**config.mk**
```make
export PLATFORM = sky130hd
export DESIGN_NAME = io_regs
export DESIGN_NICKNAME = d
export VERILOG_FILES = /design/src/hw/cpu_pkg.sv /design/src/hw/io_regs.sv
export SDC_FILE = /design/constraint.sdc
export NUM_CORES = 1
export LEC_CHECK = 0
export ABC_AREA = 1
export BUFFER_PORTS_ARGS = -buffer_cell sky130_fd_sc_hd__buf_2
export CAP_MARGIN = 40
export CELL_PAD_IN_SITES_DETAIL_PLACEMENT = 1
export CELL_PAD_IN_SITES_GLOBAL_PLACEMENT = 1
export CORE_MARGIN = 5
export CORE_UTILIZATION = 32
export DETAILED_ROUTE_END_ITERATION = 8
export PLACE_DENSITY = 0.8
export SLEW_MARGIN = 20
export SYNTH_ARGS = -nofsm -noshare
export SYNTH_HDL_FRONTEND = slang
export SYNTH_SLANG_ARGS = --single-unit
```
**constraint.sdc**
```tcl
create_clock -name clk -period 2.15 [get_ports clk]
set_input_delay 0.1075 -clock clk [delete_from_list [all_inputs] [get_ports clk]]
set_output_delay 0.1075 -clock clk [all_outputs]
set_load 0.05 [all_outputs]
```
**src/hw/cpu_pkg.sv**
```systemverilog
package cpu_pkg;

  // ------------------------------------------------------------------
  // Sizes and memory map
  // ------------------------------------------------------------------
  localparam int data_w     = 32;
  localparam int regno_w    = 4;
  localparam int imem_words = 16384;
  localparam int dmem_words = 16384;
  localparam int imem_aw    = $clog2(imem_words); // Word index bits
  localparam int dmem_aw    = $clog2(dmem_words);
  localparam int hex_w      = 24;
  localparam int ledr_w     = 10;
  localparam int key_w      = 4;

  typedef logic [data_w-1:0]  word_t;
  typedef logic [regno_w-1:0] regno_t;

  localparam word_t start_pc  = 32'h0000_0100;
  localparam word_t addr_hex  = 32'hFFFF_F000;
  localparam word_t addr_ledr = 32'hFFFF_F020;
  localparam word_t addr_key  = 32'hFFFF_F080;

  localparam logic [hex_w-1:0] hex_reset = 24'hFEDEAD;

  // ------------------------------------------------------------------
  // Opcodes
  // ------------------------------------------------------------------
  typedef enum logic [5:0] {
    ALUR = 6'b000000,
    BEQ  = 6'b001000,
    BLT  = 6'b001001,
    BLE  = 6'b001010,
    BNE  = 6'b001011,
    JAL  = 6'b001100,
    LW   = 6'b010010,
    SW   = 6'b011010,
    ADDI = 6'b100000,
    ANDI = 6'b100100,
    ORI  = 6'b100101,
    XORI = 6'b100110
  } op1_e;

  typedef enum logic [7:0] {
    EQ   = 8'b00001000,
    LT   = 8'b00001001,
    LE   = 8'b00001010,
    NE   = 8'b00001011,
    ADD  = 8'b00100000,
    AND  = 8'b00100100,
    OR   = 8'b00100101,
    XOR  = 8'b00100110,
    SUB  = 8'b00101000,
    NAND = 8'b00101100,
    NOR  = 8'b00101101,
    NXOR = 8'b00101110,
    RSHF = 8'b00110000,
    LSHF = 8'b00110001
  } op2_e;

  // ------------------------------------------------------------------
  // Pipeline latches
  // ------------------------------------------------------------------
  typedef struct packed {
    logic is_br;
    logic is_jmp;
    logic rd_mem;
    logic wr_mem;
    logic wr_reg;
  } ctrl_t;

  typedef struct packed {
    logic   valid;
    word_t  pc_next;  // Own address plus 4
    op1_e   op1;
    op2_e   op2;
    word_t  regval1;
    word_t  regval2;
    word_t  imm;      // Sign-extended
    regno_t wregno;
    ctrl_t  ctrl;
  } id_ex_t;

  typedef struct packed {
    logic   valid;
    word_t  aluout;   // Result or memory address
    word_t  regval2;  // Store data
    regno_t wregno;
    logic   rd_mem;
    logic   wr_mem;
    logic   wr_reg;
  } ex_mem_t;

  typedef struct packed {
    logic   wr_reg;
    regno_t wregno;
    word_t  value;
  } mem_wb_t;

  typedef struct packed {
    logic  taken;
    word_t target;
  } redirect_t;

  // ------------------------------------------------------------------
  // I/O writes
  // ------------------------------------------------------------------
  typedef enum logic [1:0] {
    IO_HEX,
    IO_LEDR
  } io_target_e;

  typedef struct packed {
    logic       strobe;
    io_target_e target;
    word_t      data;     // Full store word, before truncation
  } io_event_t;

endpackage

```
**src/hw/io_regs.sv**
```systemverilog
`timescale 1ns/1ns

module io_regs (
  input  logic                        clk,
  input  logic                        reset,
  input  cpu_pkg::ex_mem_t            ex_mem,
  output logic [cpu_pkg::hex_w-1:0]   hex,
  output logic [cpu_pkg::ledr_w-1:0]  ledr,
  output cpu_pkg::io_event_t          io_event
);

  import cpu_pkg::*;

  logic store;

  assign store = ex_mem.valid && ex_mem.wr_mem;

  always_ff @(posedge clk or posedge reset) begin
    if (reset) begin
      hex      <= hex_reset;
      ledr     <= '0;
      io_event <= '0;
    end else begin
      io_event <= '0;   // Strobe lasts one cycle
      if (store && (ex_mem.aluout == addr_hex)) begin
        hex      <= ex_mem.regval2[hex_w-1:0];
        io_event <= '{strobe: 1'b1, target: IO_HEX, data: ex_mem.regval2};
      end else if (store && (ex_mem.aluout == addr_ledr)) begin
        ledr     <= ex_mem.regval2[ledr_w-1:0];
        io_event <= '{strobe: 1'b1, target: IO_LEDR, data: ex_mem.regval2};
      end
    end
  end

endmodule

```
======== Word level (Yosys, flattened, before mapping) ========
Cells that the tools add are included.
storage, ports and cells
  register bits ........................... 69
  logic and storage cells ................. 14
  input port bits ......................... 74
cells by class
  bitwise gates (word level) .............. 1
  reduce and logical (&&, ||, !) cells .... 4
  equality and inequality tests ........... 2
  muxes and demuxes ....................... 2
operators with widths
  kind                                          number
  two-way mux 35 bit                            2
  equality test 32 bit (second input constant)  2
  logical AND 1 bit                             3
  AND reduction 2 bit                           1
  NOT 1 bit                                     1

======== Longest topological paths before layout ========
Gate-level depths: netlist of run 1.
  depth in word-level cells ............... 4
  mapped depth ............................ 9
  depth with buffers taken out ............ 8

======== Worst setup path before layout of run 1 ========
Ideal clock, no wire load.
  path type ............................... input -> register
  start point ............................. in ex_mem[39] (netlist name)
  end point ............................... reg hex[16] (netlist name)
  data required time ...................... 2.031 ns
  path slack .............................. 1.114 ns
  arrival ................................. 0.917 ns
  stages .................................. 9
  path buffers ............................ 1
  cell sequence ........................... inv_1 nand2_1 nor2_1 nand2_1 nor2_4 nand3_4 buf_6 nand2_1 nand2_1
on the way
  longest elaborated chain between the ends .. 2
RTL lines
  what                  RTL line       RTL
  from (decl)           io_regs.sv:6   input cpu_pkg::ex_mem_t ex_mem,
  equality test 32 bit  io_regs.sv:25  if (store && (ex_mem.aluout == addr_hex)) begin
  logical AND 1 bit     io_regs.sv:25
  to (signal assigned)  io_regs.sv:20  hex <= hex_reset;
  to (signal assigned)  io_regs.sv:26  hex <= ex_mem.regval2[hex_w-1:0];
  to (decl)             io_regs.sv:7   output logic [cpu_pkg::hex_w-1:0] hex,
Every way passes these cells.
A chain may end at the register's enable or synchronous reset.

======== Worst setup path in the final report of run 1 ========
  start point ............................. in ex_mem[44] (netlist name)
  end point ............................... reg hex[13] (netlist name)
Same word-level chain as after synthesis.

==> out/results.ini, run 1 <==
[layout]
final_util_pct=47.0
drive_gt1_share_pct=37.6
syn_to_final_growth_pct=42.8
antenna_cells=0
finalNetCount=566

[min_path]
hp-start=ex_mem[17]
worstHoldPathType=input port to flop

[route]
first_iter_violations=104
routed_wl_um=9310
vias=2774
via_per_inst=4.59
routedWlPerCell_um=15.4
antenna_left=0
first_pass_iters=4
drcViolationCount=0

[clock_network]
cts_made_buffers=9
path_clk_slew_ps=70
cts_tree=built
cts_sinks=68
root_buffer=clkbuf_8
clock_path_buffers=2
post_cts_resized=0
worst_skew_pair.late_latency_ps=330
cts_max_level=3

[synth]
syn_inst=328
syn_nets=402
syn-cell-area_um2=2870
ys_seq_area_share_pct=60.1
synth.yosys.warnings=0
avgSynthCellArea_um2=8.75
ys_ff_latch=68
synthDistinctLibCells=17

[floorplanning]
io_pins=143
dieArea_um2=11000
initial_utilization_pct=32.9
die_x_um=105
core_area_um2=8720
rows=34
fp.dieH_um=105

[power_and_ir_drop]
ir_drop_uv=316
seq_power_share_pct=52.0
p_leak_uw=0.00247
p_int_uw=1850
sw_frac_of_total_pct=24.7
comb_power_share_pct=8.2
p_clk_share_pct=39.8
p_per_area_nw_per_um2=601
p_sw_uw=609

[grt]
grt_pass1_wl_um=15400
grt_max_degree=35
grt_antenna_before_repair=1
grtUsageTotal_pct=17.2
overflow=0
grt_pass1_vias=3106

[sta]
fmaxAchievable_mhz=605
skew_ps=0
fin_crit_sh_pct=76.8
tightest_slew_ps=532
maxSlewViolCount=0
finalSetupTns_ps=0
fin_crit_ps=1650
rsz0062_at_grt=false
hold_viol=0
setup_viol=0
max-slew-margin-rel_pct=64.5

[critical_path]
crit_path_end_kind=flop
critPathLaunchType=input port
path_max_fanout=24
arrival_ps=1870
path_class=input port to flop
crit_top_cell=nand2_1
r2r_start=hex[23]
cp_cell_sequence=dlygate4sd3_1 > buf_2 > inv_2 > nand2_1 > nor2_1 > nand2_1 > nor2_4 > nand3_4 > nand2_1 > nand2_1
slowest_delay_ps=530
cp-startpoint=ex_mem[44]
worstPathRequired_ps=2370
cp_slowest_cell=dlygate4sd3_1

[placed_design]
hpwl_um=6570
portBuffers=135
gp_congestion=0.777

[job]
cap_violations=0

[status]
outcome=complete, no violations

==> final cells by class <==
cell class	instances	area (µm²)
Timing Repair Buffer	168	998
Inverter	48	180
Tap cell	108	135
Clock buffer	11	151
Clock inverter	5	36.3
Fill cell	1078	4620
Sequential cell	68	1720
Multi-Input combinational cell	197	871
==> through the flow <==
step	hold slack (ps)	cells	total power, µW	setup WS, ps	area, µm²
after floorplan	214	328	1370	361	2870
after global placement	180	564	1460	645	3660
after detailed placement	186	564	1470	605	3660
after CTS	1.39	605	2500	461	4100
after global routing	3.65	605	2580	323	4100
final	12.5	605	2460	498	4100
==> cells in the mapped netlist <==
master | n | area share [%]
dfrtp_1 | 50 | 44
nand3_2 | 1 | 0.35
buf_6 | 2 | 0.78
nand3b_1 | 1 | 0.26
nand2_1 | 102 | 13
nand4_1 | 36 | 7.9
inv_1 | 43 | 5.6
conb_1 | 1 | 0.13
clkbuf_1 | 3 | 0.39
nand3_1 | 2 | 0.35
buf_2 | 6 | 1.0
nor2_4 | 2 | 0.78
nor2_1 | 51 | 6.7
dfstp_2 | 18 | 16
buf_4 | 4 | 1.0
nand3_4 | 1 | 0.61
inv_2 | 5 | 0.65
==> logic make-up (layout without fill, tap and decap cells) <==
group / Yosys count / in the layout / synth area share, %
and+or+nand+nor: 196 / 196 / 30.2
DFF: 68 / 68 / 60.1
buffers and inverters: 63 / 232 / 9.55
other: 1 / 1 / 0.131
==> what timing repair did <==
item	CTS	global route
buffers inserted	0	0
hold endpoints to repair	45	0
hold buffers	25	0
==> placed cells by master, fill, tap and decap left out <==
| cell type | count |
|---|---|
| buf_2 | 135 |
| nand2_1 | 102 |
| nor2_1 | 51 |
| dfrtp_1 | 50 |
| inv_1 | 42 |
| nand4_1 | 36 |
| dlygate4sd3_1 | 25 |
| dfstp_2 | 18 |
| clkbuf_8 | 11 |
| buf_4 | 7 |
| inv_2 | 6 |
| clkinvlp_4 | 3 |
| nor2_4 | 2 |
| nand3_1 | 2 |
| nand3_4 | 1 |
| nand3b_1 | 1 |
| nand3_2 | 1 |
| conb_1 | 1 |
| clkinv_4 | 1 |
| clkinv_2 | 1 |
| buf_12 | 1 |
==> worst max-delay path: cells and delay by family <==
kind | cells | cell delay, ps
buf+inv | 3 | 710
simple gates | 7 | 1040
==> power by group through the flow <==
| stage | logic (µW) | registers (µW) | clock network [µW] |
|---|---|---|---|
| after floorplan | 66.2 | 1300 | 0 |
| after detailed placement | 167 | 1300 | 0 |
| after global placement | 160 | 1300 | 0 |
| after global routing | 230 | 1280 | 1070 |
| final | 203 | 1280 | 981 |
| after CTS | 203 | 1280 | 1010 |
==> registers in the layout, indices dropped and copies added (netlist names) <==
signal	count
ledr	10
hex	24
io_event	34
==> routing by layer <==
| metal | GRT usage [%] | vias to the layer above | routed length [µm] |
|---|---|---|---|
| li1 | - | 1335 | - |
| met1 | 19.7 | 1322 | 3670 |
| met2 | 30.4 | 99 | 4800 |
| met4 | 6.30 | 2 | 198 |
| met5 | 0 | - | 7 |
| met3 | 4.93 | 16 | 635 |
==> worst paths after layout <==
| kind | end | slack, ps | cells after the start |
|---|---|---|---|
| worst min register to register | hex[9] | 460 | 2 |
| worst max-delay path | hex[13] | 500 | 10 |
| worst max register to register | hex[23] | 1430 | 2 |
| max in group asynchronous | hex[11] | 1090 | 4 |
| worst min-delay path | io_event[10] | 10 | 3 |
| min in group asynchronous | io_event[7] | 350 | 3 |
(Power assumes the default switching activity.)
==> inputs of run 2 (changes only) <==
- ABC_AREA: 1 -> 0
- CORE_UTILIZATION: 32 -> 34
- clock period: 2.15 -> 1.6 ns (I/O delays scaled with it)
==> run 2 against run 1 <==
Compared with the run above:
- clock power grew 55%
- utilization increased by 7.8 points
- worst setup slack lost 380 ps
- via count is 30% lower
- non-clock buffer count up 8
- clock skew unchanged
- sequential share of layout area increased by 0.84 points
- flip-flop and latch count stayed put
- critical path type unchanged
- wire length fell by 26%
- largest cell class unchanged
- first-iteration DRC count shrank 73%
==> out/results.ini, run 2 <==
[status]
outcome=complete, no violations

[sta]
fin_crit_sh_pct=92.4
fin_crit_ps=1480
maxSlewViolCount=0
layout_setup_ws_ps=121
setup_viol=0
hold_viol=0
rsz0062_at_grt=false
skew_ps=0
hold_ws_ps=18.5
fmaxAchievable_mhz=676

[grt]
grt_pass1_wl_um=11300
grtUsageTotal_pct=15.1
overflow=0
grt_pass1_vias=2292
grt_max_degree=69
grt_antenna_before_repair=0

[route]
drcViolationCount=0
vias=1954
first_pass_iters=3
routed_wl_um=6870
first_iter_violations=28
antenna_left=0
routedWlPerCell_um=15.4
via_per_inst=4.39

[layout]
most-common-layout-cells=buf_2, dfrtp_1, dlygate4sd3_1, and2_1, mux2_4
top_regs=io_event (34), hex (24), ledr (10)
syn_to_final_growth_pct=54.9
antenna_cells=0
final_util_pct=54.8
design_area_um2=4020
final_common_cell=buf_2
largest_reg_flops=34
drive_gt1_share_pct=61.8
regMostFlops=io_event
finalNetCount=415

[placed_design]
dpl_cell_area_um2=3460
hpwl_um=4770
portBuffers=135
gp_congestion=0.711
preCtsSetupSlack_ps=-270

[clock_network]
cts_max_level=3
cts_made_buffers=9
post_cts_buffers=0
path_clk_slew_ps=70
cts_sinks=68
cts_tree=built
root_buffer=clkbuf_8
clock_path_buffers=2
worst_skew_pair.late_latency_ps=330

[floorplanning]
dieArea_um2=9470
core_area_um2=7330
initial_utilization_pct=35.4
rows=31
fp.dieH_um=97.3
die_x_um=97.3
io_pins=143

[synth]
synthDistinctLibCells=25
synth-edff-count=0
ys.flop_type=dfrtp_1
ys_ff_latch=68
yosys-top-cells-area=dfrtp_1, dfstp_2, mux2_4
synth.yosys.warnings=0
synth_most_common_cell=dfrtp_1
syn_inst=160
avgSynthCellArea_um2=16.2
syn-cell-area_um2=2590
synth.largest_area_cell=dfrtp_1
syn_nets=234
async_flop_share_pct=100
netlist_top_cells_count=dfrtp_1, and2_1, mux2_4, dfstp_2, mux2_2
synth_top_cell_area_share_pct=48.3
ys_seq_area_share_pct=66.5

[power_and_ir_drop]
p_sw_uw=689
comb_power_share_pct=6.1
p_per_area_nw_per_um2=860
p_leak_uw=0.00230
p_int_uw=2760
ir_drop_uv=454
seq_power_share_pct=49.8
sw_frac_of_total_pct=20.0
p_clk_share_pct=44.1

[critical_path]
path_class=input port to flop
worstPathRequired_ps=1870
crit_path_end_kind=flop
critPathLaunchType=input port
path_max_fanout=13
arrival_ps=1750

[min_path]
worstHoldPathType=input port to flop

[job]
cap_violations=0

[run 2: cell count changes in the layout (fill, tap and decap cells not counted), sizes merged, moves of 8 or more]
cell	change
nor2	-52
mux2	+34
nand2	-100
dlygate4sd3	+8
nand4	-33
inv	-48
and2	+32
[run 2: final timing paths]
path                       slack (ps)  depth (start not counted)  startpoint      endpoint
hold / removal                     20                          2   ex_mem[8]   io_event[1]
hold reg to reg                   510                          1     ledr[8]       ledr[8]
min in group asynchronous         400                          4       reset  io_event[29]
setup / recovery                  120                          7  ex_mem[40]   io_event[8]
setup reg to reg                  830                          1     ledr[7]       ledr[7]
max in group asynchronous         870                          4       reset       hex[10]
[run 2: power groups by stage]
stage	logic [µW]	clock network, µW	registers, µW
6_report	210	1520	1720
5_1_grt	236	1680	1720
3_5_place_dp	150	0	1750
4_1_cts	213	1580	1720
2_1_floorplan	44.3	0	1750
3_3_place_gp	146	0	1750
[run 2: area by class of cell]
cell class	count	area, µm²
Timing Repair Buffer	176	1120
Clock buffer	12	145
Fill cell	789	3310
Inverter	1	7.51
Clock inverter	4	72.6
Multi-Input combinational cell	85	823
Sequential cell	68	1720
Tap cell	99	124
[run 2: routing by layer]
metal  vias up  track usage, %  routed length (µm)
met5         -               0                   0
met4         0            5.75                  82
met3        10            5.17                 542
met2        85            26.7                3630
met1       957            16.8                2620
li1        902               -                   -
[run 2: what timing repair did]
| action | CTS | global route |
|---|---|---|
| setup endpoints to repair | 0 | 1 |
| hold buffers | 33 | 0 |
| endpoints found under the hold margin | 108 | 0 |
| resized for setup | 0 | 1 |
[run 2: kinds of logic after synthesis]
family	Yosys count	share of synthesized area, %
multiplexers	34	17.7
flip-flops	68	66.5
other	1	0.145
buffers and inverters	7	1.88
AND/OR/NAND/NOR	50	13.8
[run 2: through the flow]
| step | setup TNS (ps) | cells | power [µW] |
|---|---|---|---|
| CTS | 0 | 445 | 3520 |
| global route | 0 | 445 | 3630 |
| detailed placement | -13410 | 396 | 1900 |
| global placement | -11310 | 396 | 1900 |
| floorplan | -1250 | 160 | 1800 |
| finish | 0 | 445 | 3450 |
[run 2: worst max-delay path, cell delays in order]
cell and delay (ps):
buf_2 100, or4b_4 540, nor4_4 260, buf_4 180
and4b_1 240, buf_4 200, and2_1 140
==> inputs of run 3 (changes only) <==
- HOLD_SLACK_MARGIN: default -> 0.02
==> run 3 against run 2 <==
Compared with the run above:
- first-iteration DRC count shrank 3.6%
- die area unchanged
- critical path depth is the same
- final cell count increased by 0.22%
- critical path type unchanged
- sequential power is essentially flat
- fmax is 0.13% higher
- wire length up 0.17%
- clock-buffer cell count stayed put
- global-route usage about the same
- sequential share of layout area fell by 0.11 points
- largest power group unchanged
- highest routed layer unchanged
==> out/results.ini, run 3 (synthesized netlist as in run 2, its figures left out) <==
[status]
outcome=complete, no violations

[route]
first_iter_violations=27
routed_wl_um=6880
vias=1962
via_per_inst=4.40
drcViolationCount=0
routedWlPerCell_um=15.4
antenna_left=0
first_pass_iters=3

[power_and_ir_drop]
p_per_area_nw_per_um2=858
p_leak_uw=0.00231
ir_drop_uv=455
p_total_uw=3460

[min_path]
hold_path_depth=3
hp-start=ex_mem[70]
worstHoldPathType=input port to flop
min_to=io_event[32]

[critical_path]
reg2reg_slack_ps=830
r2r_cells=1
worstPathRequired_ps=1870
path_max_fanout=13
path_class=input port to flop
r2r-end=ledr[7]
r2r_start=ledr[7]
critPathLaunchType=input port
arrival_ps=1740
crit_path_end_kind=flop

[clock_network]
cts_tree=built
path_clk_slew_ps=70
post_cts_buffers=0
cts_max_level=3
cts_sinks=68
worst_skew_pair.late_latency_ps=330
cts_made_buffers=9
clock_path_buffers=2
root_buffer=clkbuf_8

[layout]
final_util_pct=54.9
antenna_cells=0
top_regs=io_event (34), hex (24), ledr (10)
final_common_cell=buf_2
drive_gt1_share_pct=61.7
regMostFlops=io_event
most-common-layout-cells=buf_2, dfrtp_1, dlygate4sd3_1, and2_1, mux2_4
finalNetCount=416
largest_reg_flops=34
syn_to_final_growth_pct=55.3

[placed_design]
gp_congestion=0.711
hpwl_um=4770
portBuffers=135
preCtsSetupSlack_ps=-270

[sta]
rsz0062_at_grt=false
layout_setup_ws_ps=123
fin_crit_ps=1480
hold_viol=0
skew_ps=0
maxSlewViolCount=0
fmaxAchievable_mhz=677
setup_viol=0
fin_crit_sh_pct=92.3
finalSetupTns_ps=0

[grt]
grt_pass1_vias=2291
grt_pass1_wl_um=11400
overflow=0
grt_max_degree=69
grtUsageTotal_pct=15.2
grt_antenna_before_repair=0

[floorplanning]
rows=31
die_x_um=97.3
initial_utilization_pct=35.4
io_pins=143
dieArea_um2=9470
fp.dieH_um=97.3
core_area_um2=7330

[job]
cap_violations=0

-- run 3: cell types whose count changed in the layout (fill, tap and decap cells not counted) --
cell,before,now
dlygate4sd3_1,33,34
-- run 3: through the flow --
step | instance area, µm² | hold WS [ps] | cells
after global placement | 3460 | 200 | 396
after floorplan | 2600 | 192 | 160
after detailed placement | 3460 | 209 | 396
after global routing | 4030 | 71.6 | 446
final | 4030 | 65.9 | 446
after CTS | 4020 | 57.3 | 446
-- run 3: power breakdown --
part           internal, µW  switching, µW  total, µW
logic                   125           86.8        212
clock network           919            604       1520
registers              1720     0.00000206       1720
-- run 3: routing by layer --
layer / track usage (%) / share of wire (%) / up-vias
met4: 5.75 / 1.5 / 0
met1: 16.9 / 38 / 962
met3: 5.24 / 8.0 / 11
met2: 26.7 / 52 / 86
met5: 0 / 0 / -
li1: - / - / 903
-- run 3: worst max path at each step --
| stage | slack (ps) | startpoint | to |
|---|---|---|---|
| after global placement | -210 | ex_mem[40] | io_event[26] |
| after global routing | 20 | ex_mem[40] | io_event[8] |
| after detailed placement | -270 | ex_mem[40] | io_event[22] |
| after CTS | 80 | ex_mem[40] | io_event[15] |
| after floorplan | -80 | ex_mem[40] | hex[4] |
| final | 120 | ex_mem[40] | io_event[8] |
-- run 3: layout make-up --
type / count / area [µm²]
Fill cell: 787 / 3300
Tap cell: 99 / 124
Clock inverter: 4 / 72.6
Sequential cell: 68 / 1720
Clock buffer: 12 / 145
Timing Repair Buffer: 177 / 1130
Inverter: 1 / 7.51
Multi-Input combinational cell: 85 / 823
-- run 3: worst max-delay path, cell delays in order --
cell,delay (ps)
buf_2,100
or4b_4,540
nor4_4,260
buf_4,180
and4b_1,240
buf_4,200
and2_1,140
-- run 3: what timing repair did --
action	CTS	global route
endpoints found under the setup margin	0	1
hold buffers	34	0
hold endpoints to repair	115	0
gates resized for setup	0	1
